**src/rtl/mipsIsa_pkg.sv**
```systemverilog
`default_nettype none

package mipsIsa_pkg;

	// ==============================
	// basic types
	// ==============================

	// data and address word
	typedef logic [31:0] word_t;
	// gpr number
	typedef logic [4:0] regAddr_t;

	// ==============================
	// primary opcodes
	// ==============================

	// r-type group, op selected by funct
	localparam logic [5:0] opSpecial = 6'h00;
	localparam logic [5:0] opAddiu   = 6'h09;
	localparam logic [5:0] opOri     = 6'h0d;
	localparam logic [5:0] opLui     = 6'h0f;
	// loads
	localparam logic [5:0] opLb      = 6'h20;
	localparam logic [5:0] opLh      = 6'h21;
	localparam logic [5:0] opLw      = 6'h23;
	localparam logic [5:0] opLbu     = 6'h24;
	localparam logic [5:0] opLhu     = 6'h25;
	// stores
	localparam logic [5:0] opSb      = 6'h28;
	localparam logic [5:0] opSh      = 6'h29;
	localparam logic [5:0] opSw      = 6'h2b;

	// funct codes under opSpecial
	localparam logic [5:0] fnSll     = 6'h00;
	localparam logic [5:0] fnAddu    = 6'h21;
	localparam logic [5:0] fnSubu    = 6'h23;
	localparam logic [5:0] fnAnd     = 6'h24;
	localparam logic [5:0] fnOr      = 6'h25;
	localparam logic [5:0] fnXor     = 6'h26;
	localparam logic [5:0] fnSlt     = 6'h2a;

	// first fetch address out of reset
	localparam word_t resetVector = 32'h0000_0000;

endpackage

`default_nettype wire

```
**src/rtl/pipe_pkg.sv**
```systemverilog
`default_nettype none

package pipe_pkg;

	// ==============================
	// control encodings
	// ==============================

	// zero value is add so a bubble computes harmlessly
	typedef enum logic [3:0] {
		aluAdd, aluSub, aluAnd, aluOr, aluXor, aluSlt, aluSll, aluLui
	} aluOp_t;

	// memory access width
	// memNone for non-memory ops
	typedef enum logic [1:0] {
		memNone, memByte, memHalf, memWord
	} memWidth_t;

	// execute operand source
	// register value unless a younger stage holds the result
	localparam logic [1:0] fwdNone = 2'b00;
	localparam logic [1:0] fwdWb   = 2'b01;
	localparam logic [1:0] fwdMem  = 2'b10;

	// ==============================
	// stage payloads
	// ==============================

	// fetch to decode
	typedef struct packed {
		mipsIsa_pkg::word_t instr;
		mipsIsa_pkg::word_t pc;
	} fetchToDec_t;

	// decode to execute
	typedef struct packed {
		mipsIsa_pkg::word_t    opA;
		mipsIsa_pkg::word_t    opB;
		mipsIsa_pkg::word_t    imm;
		logic [4:0]            shamt;
		mipsIsa_pkg::regAddr_t rs;
		mipsIsa_pkg::regAddr_t rt;
		mipsIsa_pkg::regAddr_t dest;
		aluOp_t                aluOp;
		logic                  immSel;
		logic                  regWrite;
		memWidth_t             loadWidth;
		logic                  loadSigned;
		memWidth_t             storeWidth;
		mipsIsa_pkg::word_t    pc;
	} decToExec_t;

	// execute to memory
	typedef struct packed {
		mipsIsa_pkg::word_t    aluResult;
		mipsIsa_pkg::word_t    storeData;
		mipsIsa_pkg::regAddr_t dest;
		logic                  regWrite;
		memWidth_t             loadWidth;
		logic                  loadSigned;
		memWidth_t             storeWidth;
		mipsIsa_pkg::word_t    pc;
	} execToMem_t;

	// memory to writeback
	typedef struct packed {
		mipsIsa_pkg::word_t    aluResult;
		mipsIsa_pkg::word_t    rdData;
		mipsIsa_pkg::regAddr_t dest;
		logic                  regWrite;
		memWidth_t             loadWidth;
		logic                  loadSigned;
		mipsIsa_pkg::word_t    pc;
	} memToWb_t;

endpackage

`default_nettype wire

```
**src/rtl/stageReg.sv**
```systemverilog
`timescale 1ns/1ps
`default_nettype none

module stageReg #(
	parameter type payload_t = logic [31:0]
) (
	input  logic     clk,
	input  logic     arstN,
	input  logic     en,
	input  logic     clr,
	input  payload_t d,
	output payload_t q
);

	// all zeros is a bubble
	// clear wins over enable so a stalled slot can still be flushed
	always_ff @(posedge clk or negedge arstN) begin
		if (!arstN) begin
			q <= '0;
		end else if (clr) begin
			q <= '0;
		end else if (en) begin
			q <= d;
		end
	end

endmodule

`default_nettype wire

```
**src/rtl/regFile.sv**
```systemverilog
`timescale 1ns/1ps
`default_nettype none

module regFile (
	input  logic                  clk,
	input  logic                  arstN,
	input  mipsIsa_pkg::regAddr_t rdAddrA,
	input  mipsIsa_pkg::regAddr_t rdAddrB,
	output mipsIsa_pkg::word_t    rdDataA,
	output mipsIsa_pkg::word_t    rdDataB,
	input  logic                  wrEn,
	input  mipsIsa_pkg::regAddr_t wrAddr,
	input  mipsIsa_pkg::word_t    wrData
);

	// r0 has no storage
	mipsIsa_pkg::word_t regs [1:31];

	// gprs start from zero
	always_ff @(posedge clk or negedge arstN) begin
		if (!arstN) begin
			for (int i = 1; i < 32; i++) begin
				regs[i] <= '0;
			end
		end else if (wrEn && wrAddr != '0) begin
			regs[wrAddr] <= wrData;
		end
	end

	// r0 reads zero
	// writeback data bypassed when decode reads the reg being written
	assign rdDataA = (rdAddrA == '0) ? '0 :
		(wrEn && wrAddr == rdAddrA) ? wrData : regs[rdAddrA];
	assign rdDataB = (rdAddrB == '0) ? '0 :
		(wrEn && wrAddr == rdAddrB) ? wrData : regs[rdAddrB];

endmodule

`default_nettype wire

```
**src/rtl/instrDecoder.sv**
```systemverilog
`timescale 1ns/1ps
`default_nettype none

module instrDecoder (
	input  mipsIsa_pkg::word_t   instr,
	output pipe_pkg::decToExec_t ctrl
);

	logic [5:0]            opcode;
	logic [5:0]            funct;
	mipsIsa_pkg::regAddr_t rs;
	mipsIsa_pkg::regAddr_t rt;
	mipsIsa_pkg::regAddr_t rd;
	mipsIsa_pkg::word_t    immSext;
	mipsIsa_pkg::word_t    immZext;
	logic                  known;

	// instruction fields
	assign opcode  = instr[31:26];
	assign funct   = instr[5:0];
	assign rs      = instr[25:21];
	assign rt      = instr[20:16];
	assign rd      = instr[15:11];
	assign immSext = {{16{instr[15]}}, instr[15:0]};
	assign immZext = {16'h0000, instr[15:0]};

	always_comb begin
		ctrl  = '0;
		known = 1'b1;
		// ==============================
		// op class
		// ==============================
		// rs and rt only filled when really read, keeps load-use stalls exact
		case (opcode)
			mipsIsa_pkg::opSpecial: begin
				ctrl.rs       = rs;
				ctrl.rt       = rt;
				ctrl.dest     = rd;
				ctrl.regWrite = 1'b1;
				ctrl.shamt    = instr[10:6];
				case (funct)
					mipsIsa_pkg::fnAddu: ctrl.aluOp = pipe_pkg::aluAdd;
					mipsIsa_pkg::fnSubu: ctrl.aluOp = pipe_pkg::aluSub;
					mipsIsa_pkg::fnAnd:  ctrl.aluOp = pipe_pkg::aluAnd;
					mipsIsa_pkg::fnOr:   ctrl.aluOp = pipe_pkg::aluOr;
					mipsIsa_pkg::fnXor:  ctrl.aluOp = pipe_pkg::aluXor;
					mipsIsa_pkg::fnSlt:  ctrl.aluOp = pipe_pkg::aluSlt;
					mipsIsa_pkg::fnSll: begin
						// shifts rt, rs unused
						ctrl.aluOp = pipe_pkg::aluSll;
						ctrl.rs    = '0;
					end
					default: known = 1'b0;
				endcase
			end
			mipsIsa_pkg::opAddiu: begin
				ctrl.rs       = rs;
				ctrl.dest     = rt;
				ctrl.regWrite = 1'b1;
				ctrl.immSel   = 1'b1;
				ctrl.imm      = immSext;
			end
			mipsIsa_pkg::opOri: begin
				ctrl.rs       = rs;
				ctrl.dest     = rt;
				ctrl.regWrite = 1'b1;
				ctrl.immSel   = 1'b1;
				ctrl.imm      = immZext;
				ctrl.aluOp    = pipe_pkg::aluOr;
			end
			mipsIsa_pkg::opLui: begin
				// no register source
				ctrl.dest     = rt;
				ctrl.regWrite = 1'b1;
				ctrl.immSel   = 1'b1;
				ctrl.imm      = immZext;
				ctrl.aluOp    = pipe_pkg::aluLui;
			end
			mipsIsa_pkg::opLb, mipsIsa_pkg::opLbu, mipsIsa_pkg::opLh,
			mipsIsa_pkg::opLhu, mipsIsa_pkg::opLw: begin
				// address is base plus signed offset
				ctrl.rs       = rs;
				ctrl.dest     = rt;
				ctrl.regWrite = 1'b1;
				ctrl.immSel   = 1'b1;
				ctrl.imm      = immSext;
			end
			mipsIsa_pkg::opSb, mipsIsa_pkg::opSh, mipsIsa_pkg::opSw: begin
				// rt carries store data
				ctrl.rs     = rs;
				ctrl.rt     = rt;
				ctrl.immSel = 1'b1;
				ctrl.imm    = immSext;
			end
			default: known = 1'b0;
		endcase
		// ==============================
		// access width
		// ==============================
		case (opcode)
			mipsIsa_pkg::opLb: begin
				ctrl.loadWidth  = pipe_pkg::memByte;
				ctrl.loadSigned = 1'b1;
			end
			mipsIsa_pkg::opLh: begin
				ctrl.loadWidth  = pipe_pkg::memHalf;
				ctrl.loadSigned = 1'b1;
			end
			mipsIsa_pkg::opLbu: ctrl.loadWidth  = pipe_pkg::memByte;
			mipsIsa_pkg::opLhu: ctrl.loadWidth  = pipe_pkg::memHalf;
			mipsIsa_pkg::opLw:  ctrl.loadWidth  = pipe_pkg::memWord;
			mipsIsa_pkg::opSb:  ctrl.storeWidth = pipe_pkg::memByte;
			mipsIsa_pkg::opSh:  ctrl.storeWidth = pipe_pkg::memHalf;
			mipsIsa_pkg::opSw:  ctrl.storeWidth = pipe_pkg::memWord;
			default: ;
		endcase
		// unsupported encoding becomes a bubble
		if (!known) begin
			ctrl = '0;
		end
		// never retire a write to r0
		if (ctrl.dest == '0) begin
			ctrl.regWrite = 1'b0;
		end
	end

endmodule

`default_nettype wire

```
**src/rtl/alu.sv**
```systemverilog
`timescale 1ns/1ps
`default_nettype none

module alu (
	input  pipe_pkg::aluOp_t   op,
	input  mipsIsa_pkg::word_t a,
	input  mipsIsa_pkg::word_t b,
	input  logic [4:0]         shamt,
	output mipsIsa_pkg::word_t y
);

	always_comb begin
		case (op)
			// addu and subu wrap, no overflow trap
			pipe_pkg::aluAdd: y = a + b;
			pipe_pkg::aluSub: y = a - b;
			pipe_pkg::aluAnd: y = a & b;
			pipe_pkg::aluOr:  y = a | b;
			pipe_pkg::aluXor: y = a ^ b;
			// signed compare
			pipe_pkg::aluSlt: y = {31'b0, $signed(a) < $signed(b)};
			// shift amount from the instruction, shifts rt
			pipe_pkg::aluSll: y = b << shamt;
			// immediate into upper half
			pipe_pkg::aluLui: y = {b[15:0], 16'h0000};
			default:          y = '0;
		endcase
	end

endmodule

`default_nettype wire

```
**src/rtl/hazardUnit.sv**
```systemverilog
`timescale 1ns/1ps
`default_nettype none

module hazardUnit (
	input  mipsIsa_pkg::regAddr_t decRs,
	input  mipsIsa_pkg::regAddr_t decRt,
	input  pipe_pkg::decToExec_t  exec,
	input  pipe_pkg::execToMem_t  mem,
	input  pipe_pkg::memToWb_t    wb,
	output logic [1:0]            fwdA,
	output logic [1:0]            fwdB,
	output logic                  stall,
	output logic                  flushExec
);

	logic loadUse;

	// memory stage wins, it holds the younger result
	function automatic logic [1:0] pickFwd(
		input mipsIsa_pkg::regAddr_t src,
		input pipe_pkg::execToMem_t  m,
		input pipe_pkg::memToWb_t    w
	);
		if (src == '0) begin
			return pipe_pkg::fwdNone;
		end else if (m.regWrite && m.dest == src) begin
			return pipe_pkg::fwdMem;
		end else if (w.regWrite && w.dest == src) begin
			return pipe_pkg::fwdWb;
		end
		return pipe_pkg::fwdNone;
	endfunction

	// ==============================
	// forwarding into execute
	// ==============================
	assign fwdA = pickFwd(exec.rs, mem, wb);
	assign fwdB = pickFwd(exec.rt, mem, wb);

	// ==============================
	// load-use
	// ==============================
	// load data only exists in writeback, hold decode one cycle
	assign loadUse = (exec.loadWidth != pipe_pkg::memNone) && exec.regWrite &&
		(exec.dest != '0) && (exec.dest == decRs || exec.dest == decRt);

	// fetch and decode freeze, execute gets a bubble
	assign stall     = loadUse;
	assign flushExec = loadUse;

endmodule

`default_nettype wire

```
**src/rtl/memAlign.sv**
```systemverilog
`timescale 1ns/1ps
`default_nettype none

module memAlign (
	// store side, memory stage
	input  mipsIsa_pkg::word_t    addr,
	input  pipe_pkg::memWidth_t   storeWidth,
	input  mipsIsa_pkg::word_t    storeData,
	output logic [3:0]            byteEn,
	output mipsIsa_pkg::word_t    wrData,
	// load side, writeback stage
	input  logic [1:0]            loadAddrLow,
	input  pipe_pkg::memWidth_t   loadWidth,
	input  logic                  loadSigned,
	input  mipsIsa_pkg::word_t    rawData,
	output mipsIsa_pkg::word_t    loadData
);

	logic [7:0]  byteLane;
	logic [15:0] halfLane;

	// ==============================
	// store
	// ==============================
	// data repeated on every lane, enables pick the lane
	always_comb begin
		case (storeWidth)
			pipe_pkg::memByte: begin
				wrData = {4{storeData[7:0]}};
				byteEn = 4'b0001 << addr[1:0];
			end
			pipe_pkg::memHalf: begin
				wrData = {2{storeData[15:0]}};
				byteEn = addr[1] ? 4'b1100 : 4'b0011;
			end
			pipe_pkg::memWord: begin
				wrData = storeData;
				byteEn = 4'b1111;
			end
			default: begin
				// no store, nothing enabled
				wrData = storeData;
				byteEn = 4'b0000;
			end
		endcase
	end

	// ==============================
	// load
	// ==============================
	// little endian lane select
	assign byteLane = rawData[8*loadAddrLow +: 8];
	assign halfLane = loadAddrLow[1] ? rawData[31:16] : rawData[15:0];

	always_comb begin
		case (loadWidth)
			pipe_pkg::memByte: loadData = {{24{loadSigned & byteLane[7]}}, byteLane};
			pipe_pkg::memHalf: loadData = {{16{loadSigned & halfLane[15]}}, halfLane};
			// word and non-loads pass through
			default:           loadData = rawData;
		endcase
	end

endmodule

`default_nettype wire

```
**src/rtl/datapath.sv**
```systemverilog
`timescale 1ns/1ps
`default_nettype none

module datapath (
	input  logic                  clk,
	input  logic                  arstN,
	// instruction memory
	output mipsIsa_pkg::word_t    pcF,
	input  mipsIsa_pkg::word_t    instrF,
	// data memory
	output mipsIsa_pkg::word_t    dataAddr,
	output mipsIsa_pkg::word_t    dataWrData,
	output logic [3:0]            dataByteEn,
	input  mipsIsa_pkg::word_t    dataRdData,
	// retire
	output logic                  wbEn,
	output mipsIsa_pkg::regAddr_t wbReg,
	output mipsIsa_pkg::word_t    wbData,
	output mipsIsa_pkg::word_t    wbPc
);

	mipsIsa_pkg::word_t    pcPlus4;
	pipe_pkg::fetchToDec_t decIn;
	pipe_pkg::fetchToDec_t decQ;
	pipe_pkg::decToExec_t  decCtrl;
	pipe_pkg::decToExec_t  execIn;
	pipe_pkg::decToExec_t  execQ;
	pipe_pkg::execToMem_t  memIn;
	pipe_pkg::execToMem_t  memQ;
	pipe_pkg::memToWb_t    wbIn;
	pipe_pkg::memToWb_t    wbQ;
	mipsIsa_pkg::word_t    rfDataA;
	mipsIsa_pkg::word_t    rfDataB;
	mipsIsa_pkg::word_t    srcA;
	mipsIsa_pkg::word_t    srcB;
	mipsIsa_pkg::word_t    aluB;
	mipsIsa_pkg::word_t    aluY;
	mipsIsa_pkg::word_t    loadData;
	mipsIsa_pkg::word_t    wbResult;
	logic [1:0]            fwdA;
	logic [1:0]            fwdB;
	logic                  stall;
	logic                  flushExec;

	// operand pick for execute
	function automatic mipsIsa_pkg::word_t fwdMux(
		input logic [1:0]         sel,
		input mipsIsa_pkg::word_t regVal,
		input mipsIsa_pkg::word_t memVal,
		input mipsIsa_pkg::word_t wbVal
	);
		case (sel)
			pipe_pkg::fwdMem: return memVal;
			pipe_pkg::fwdWb:  return wbVal;
			default:          return regVal;
		endcase
	endfunction

	// ==============================
	// fetch
	// ==============================
	// pc held during a load-use stall
	always_ff @(posedge clk or negedge arstN) begin
		if (!arstN) begin
			pcF <= mipsIsa_pkg::resetVector;
		end else if (!stall) begin
			pcF <= pcPlus4;
		end
	end

	assign pcPlus4     = pcF + 32'd4;
	assign decIn.instr = instrF;
	assign decIn.pc    = pcF;

	stageReg #(.payload_t(pipe_pkg::fetchToDec_t)) u_decReg (
		.clk(clk), .arstN(arstN), .en(!stall), .clr(1'b0), .d(decIn), .q(decQ)
	);

	// ==============================
	// decode
	// ==============================
	instrDecoder u_decoder (
		.instr(decQ.instr),
		.ctrl (decCtrl)
	);

	// reads come from the decoder's source fields
	// writeback port drives the same-cycle bypass
	regFile u_regFile (
		.clk    (clk),
		.arstN  (arstN),
		.rdAddrA(decCtrl.rs),
		.rdAddrB(decCtrl.rt),
		.rdDataA(rfDataA),
		.rdDataB(rfDataB),
		.wrEn   (wbQ.regWrite),
		.wrAddr (wbQ.dest),
		.wrData (wbResult)
	);

	// decoder leaves operands and pc empty
	always_comb begin
		execIn     = decCtrl;
		execIn.opA = rfDataA;
		execIn.opB = rfDataB;
		execIn.pc  = decQ.pc;
	end

	hazardUnit u_hazard (
		.decRs    (decCtrl.rs),
		.decRt    (decCtrl.rt),
		.exec     (execQ),
		.mem      (memQ),
		.wb       (wbQ),
		.fwdA     (fwdA),
		.fwdB     (fwdB),
		.stall    (stall),
		.flushExec(flushExec)
	);

	stageReg #(.payload_t(pipe_pkg::decToExec_t)) u_execReg (
		.clk(clk), .arstN(arstN), .en(1'b1), .clr(flushExec), .d(execIn), .q(execQ)
	);

	// ==============================
	// execute
	// ==============================
	// memory forwards the alu result, writeback the filtered result
	assign srcA = fwdMux(fwdA, execQ.opA, memQ.aluResult, wbResult);
	assign srcB = fwdMux(fwdB, execQ.opB, memQ.aluResult, wbResult);
	assign aluB = execQ.immSel ? execQ.imm : srcB;

	alu u_alu (
		.op   (execQ.aluOp),
		.a    (srcA),
		.b    (aluB),
		.shamt(execQ.shamt),
		.y    (aluY)
	);

	always_comb begin
		memIn.aluResult  = aluY;
		// forwarded rt is the store data
		memIn.storeData  = srcB;
		memIn.dest       = execQ.dest;
		memIn.regWrite   = execQ.regWrite;
		memIn.loadWidth  = execQ.loadWidth;
		memIn.loadSigned = execQ.loadSigned;
		memIn.storeWidth = execQ.storeWidth;
		memIn.pc         = execQ.pc;
	end

	stageReg #(.payload_t(pipe_pkg::execToMem_t)) u_memReg (
		.clk(clk), .arstN(arstN), .en(1'b1), .clr(1'b0), .d(memIn), .q(memQ)
	);

	// ==============================
	// memory and writeback
	// ==============================
	assign dataAddr = memQ.aluResult;

	// store lanes in memory, load filter in writeback
	memAlign u_memAlign (
		.addr       (memQ.aluResult),
		.storeWidth (memQ.storeWidth),
		.storeData  (memQ.storeData),
		.byteEn     (dataByteEn),
		.wrData     (dataWrData),
		.loadAddrLow(wbQ.aluResult[1:0]),
		.loadWidth  (wbQ.loadWidth),
		.loadSigned (wbQ.loadSigned),
		.rawData    (wbQ.rdData),
		.loadData   (loadData)
	);

	always_comb begin
		wbIn.aluResult  = memQ.aluResult;
		// raw word, lane picked next stage
		wbIn.rdData     = dataRdData;
		wbIn.dest       = memQ.dest;
		wbIn.regWrite   = memQ.regWrite;
		wbIn.loadWidth  = memQ.loadWidth;
		wbIn.loadSigned = memQ.loadSigned;
		wbIn.pc         = memQ.pc;
	end

	stageReg #(.payload_t(pipe_pkg::memToWb_t)) u_wbReg (
		.clk(clk), .arstN(arstN), .en(1'b1), .clr(1'b0), .d(wbIn), .q(wbQ)
	);

	// loads take the filtered word
	assign wbResult = (wbQ.loadWidth != pipe_pkg::memNone) ? loadData : wbQ.aluResult;

	// retire port
	assign wbEn   = wbQ.regWrite;
	assign wbReg  = wbQ.dest;
	assign wbData = wbResult;
	assign wbPc   = wbQ.pc;

endmodule

`default_nettype wire

```
**config.mk**
```make
export PLATFORM = sky130hd
export DESIGN_NAME = datapath
export DESIGN_NICKNAME = d
export VERILOG_FILES = /design/src/rtl/mipsIsa_pkg.sv /design/src/rtl/pipe_pkg.sv /design/src/rtl/stageReg.sv /design/src/rtl/regFile.sv /design/src/rtl/instrDecoder.sv /design/src/rtl/alu.sv /design/src/rtl/hazardUnit.sv /design/src/rtl/memAlign.sv /design/src/rtl/datapath.sv
export SDC_FILE = /design/constraint.sdc
export NUM_CORES = 2
export LEC_CHECK = 0
export BUFFER_PORTS_ARGS = -buffer_cell sky130_fd_sc_hd__buf_2
export CAP_MARGIN = 0
export CORE_MARGIN = 2
export CORE_UTILIZATION = 57
export DETAILED_ROUTE_END_ITERATION = 10
export PLACE_DENSITY_LB_ADDON = 0.3
export SLEW_MARGIN = 25
export SYNTH_ARGS = -nofsm -noshare
export SYNTH_HDL_FRONTEND = slang
export SYNTH_HIERARCHICAL = 1
export SYNTH_SLANG_ARGS = --single-unit
```
**constraint.sdc**
```tcl
create_clock -name clk -period 13.03 [get_ports clk]
set_input_delay 3.2575 -clock clk [delete_from_list [all_inputs] [get_ports clk]]
set_output_delay 3.2575 -clock clk [all_outputs]
set_load 0.02 [all_outputs]
```
==> results.py <==
metrics = {
    "clocking": {
        "cts_resized": 0,
        "cts_tree": "built",
        "cts_buffers": 157,
        "clock_path_buffers": 3,
        "clk_latency_ns": 0.81,
        "htree_levels": 4,
        "cts_setup_buffers": 0,
        "ctsHoldBuffers": 0,
        "cts-root-buf": "clkbuf_16",
        "cts_num_sinks": 1457,
        "clkSlewWorstSetupHoldPaths_ns": 0.06,
    },
    "power_and_ir_drop": {
        "seqPwrFrac_pct": 46.4,
        "switching_share_pct": 24.5,
        "ir_drop_v": 0.000109,
        "pwr-share-clk_pct": 47.3,
        "power_frac_comb_pct": 6.3,
        "netSwitchingPower_mw": 2.45,
        "p_int_mw": 7.55,
        "powerDensity_nw_per_um2": 110,
        "leakagePower_nw": 42.8,
    },
    "synth": {
        "synth_warnings": 6,
        "avgSynthCellArea_um2": 12.2,
        "synthCells": 6891,
        "synthesis.area_um2": 83900,
    },
    "worst_setup_path": {
        "worst_path_max_delay_cell": "dfrtp_1",
        "cp.required_ns": 9.77,
        "startpoint_type": "flop",
        "cp-end-kind": "output port",
        "path_cells": "mux2_2, a22o_1, o21ai_4, nand2_1, mux2_2, buf_2",
        "cpMostUsedCell": "mux2_2",
        "crit_arrival_ns": 3.70,
        "cp_num_buf_inv": 1,
        "path_max_fanout": 36,
        "crit_type": "reg2out",
        "critical_path.max_stage_delay_ns": 0.81,
        "crit_family": "multiplexers",
    },
    "route": {
        "final_antenna_net_count": 0,
        "vias_per_cell": 7.05,
        "wirelength_um": 295000,
        "wire_per_inst_um": 33.3,
        "vias": 62300,
        "drc_errors": 0,
        "drtIter0Drc": 7349,
        "firstDrtPassIters": 8,
    },
    "floorplanning": {
        "rows": 140,
        "die_w_um": 388,
        "die_area_um2": 150000,
        "ios": 236,
        "die_h_um": 388,
        "core_um2": 146000,
        "initial_utilization_pct": 57.5,
    },
    "global_routing": {
        "grt_use_total_pct": 38.8,
        "grt.overflow.total": 0,
        "grt_pass1_wl_um": 429000,
        "antenna_found_initial": 7,
        "grt_max_degree": 191,
        "grt_pass1_vias": 62000,
    },
    "timing": {
        "finalSetupViolCount": 0,
        "fin_crit_sh_pct": 53.4,
        "hold_viol": 0,
        "fin_tns_setup_ns": 0,
        "rsz0062_at_grt": "false",
        "holdWs_ns": 0.514,
        "layout_min_cycle_time_ns": 6.95,
        "final_max_slew_viol_count": 0,
        "max_freq_mhz": 144,
        "worstMarginPinSlew_ns": 1.11,
        "relSlewSlack_pct": 26.0,
        "skew_ns": 0.0658,
    },
    "placement": {
        "io_buffer_count": 233,
        "dp_hpwl_um": 184000,
        "place_area_um2": 85700,
        "gp_congestion": 1.09,
        "dp_cells": 8542,
    },
    "outcome": {
        "status": "complete, no violations",
    },
    "final_layout": {
        "instances_no_fill": 8838,
        "fin_nets": 6969,
        "areaGrowthSynthToFinish_pct": 8.73,
        "post-route-util_pct": 62.5,
        "drive_gt1_share_pct": 33.7,
        "postLayoutCellArea_um2": 91200,
    },
    "min_path": {
        "hold_path.class": "reg2reg",
    },
    "flow_run": {
        "cap_viol_max_count": 0,
    },
}
==> state kept, by name (all words and copies together) (netlist names) <==
signal,flops
pcF,30
u_decReg/q,64
u_execReg/q,159
u_memReg/q,107
u_regFile/regs,992
u_wbReg/q,105
==> per-layer routing <==
metal	global-route usage, %	routed length, µm
met1	51.3	113000
met2	57.3	130000
met3	10.8	31600
met4	22.8	20400
met5	0	73
==> power groups by stage <==
stage	registers (mW)	logic, mW	clock network (mW)
2_1_floorplan	4.70	0.365	0
3_3_place_gp	4.71	0.594	0
3_5_place_dp	4.72	0.601	0
4_1_cts	4.63	0.603	4.78
5_1_grt	4.64	0.669	4.96
6_report	4.64	0.627	4.73
==> tightest hold or removal path, stage by stage, from the launching register on <==
cell and delay [ns]:
dfrtp_1 0.34, mux2i_1 0.07, nor2_1 0.08
==> final cells by class <==
cell class | count | area, µm²
repair buffers | 381 | 2490
fillers | 11100 | 54700
multi-input cells | 4653 | 43900
well taps | 1917 | 2400
flip-flops and latches | 1457 | 36500
clock buffers | 229 | 4600
clock inverters | 62 | 905
inverters | 135 | 508
diodes | 4 | 10.0
==> final timing paths <==
| kind | from | endpoint | slack [ns] | cells past startpoint |
|---|---|---|---|---|
| max | u_wbReg/q[74] | wbData[22] | 6.08 | 6 |
| max in group asynchronous | arstN | u_memReg/q[105] | 8.13 | 3 |
| min reg2reg | u_memReg/q[8] | u_wbReg/q[8] | 0.51 | 2 |
| min | u_memReg/q[8] | u_wbReg/q[8] | 0.51 | 2 |
| max reg2reg | u_wbReg/q[39] | u_memReg/q[105] | 6.08 | 22 |
| min in group asynchronous | arstN | u_execReg/q[19] | 2.49 | 1 |
==> stage by stage <==
step           power, mW  setup WS (ns)
2_1_floorplan       5.07           7.56
3_3_place_gp        5.31           6.45
3_5_place_dp        5.32           6.30
4_1_cts             10.0           6.09
5_1_grt             10.3           5.75
6_report            10.0           6.08
==> placed cells by master (no fill, tap or decap), drive strengths merged, types with 26 or more instances in the layout <==
cell type and instances:
a21oi 130, a221o 49, o31ai 45, ha 116
a21o 28, and2 39, nor2b 72, a31oi 26
o21ai 137, a221oi 118, xnor2 59, mux2i 543
nand3 39, o21bai 26, buf 381, clkbuf 229
nor2 712, clkinv 35, a22o 48, xor2 36
nor3 101, nand2 289, inv 142, mux4 435
dfrtp 1457, mux2 1135, o22ai 46, a22oi 62
a211oi 73
Power figures use the tool's default switching activity.
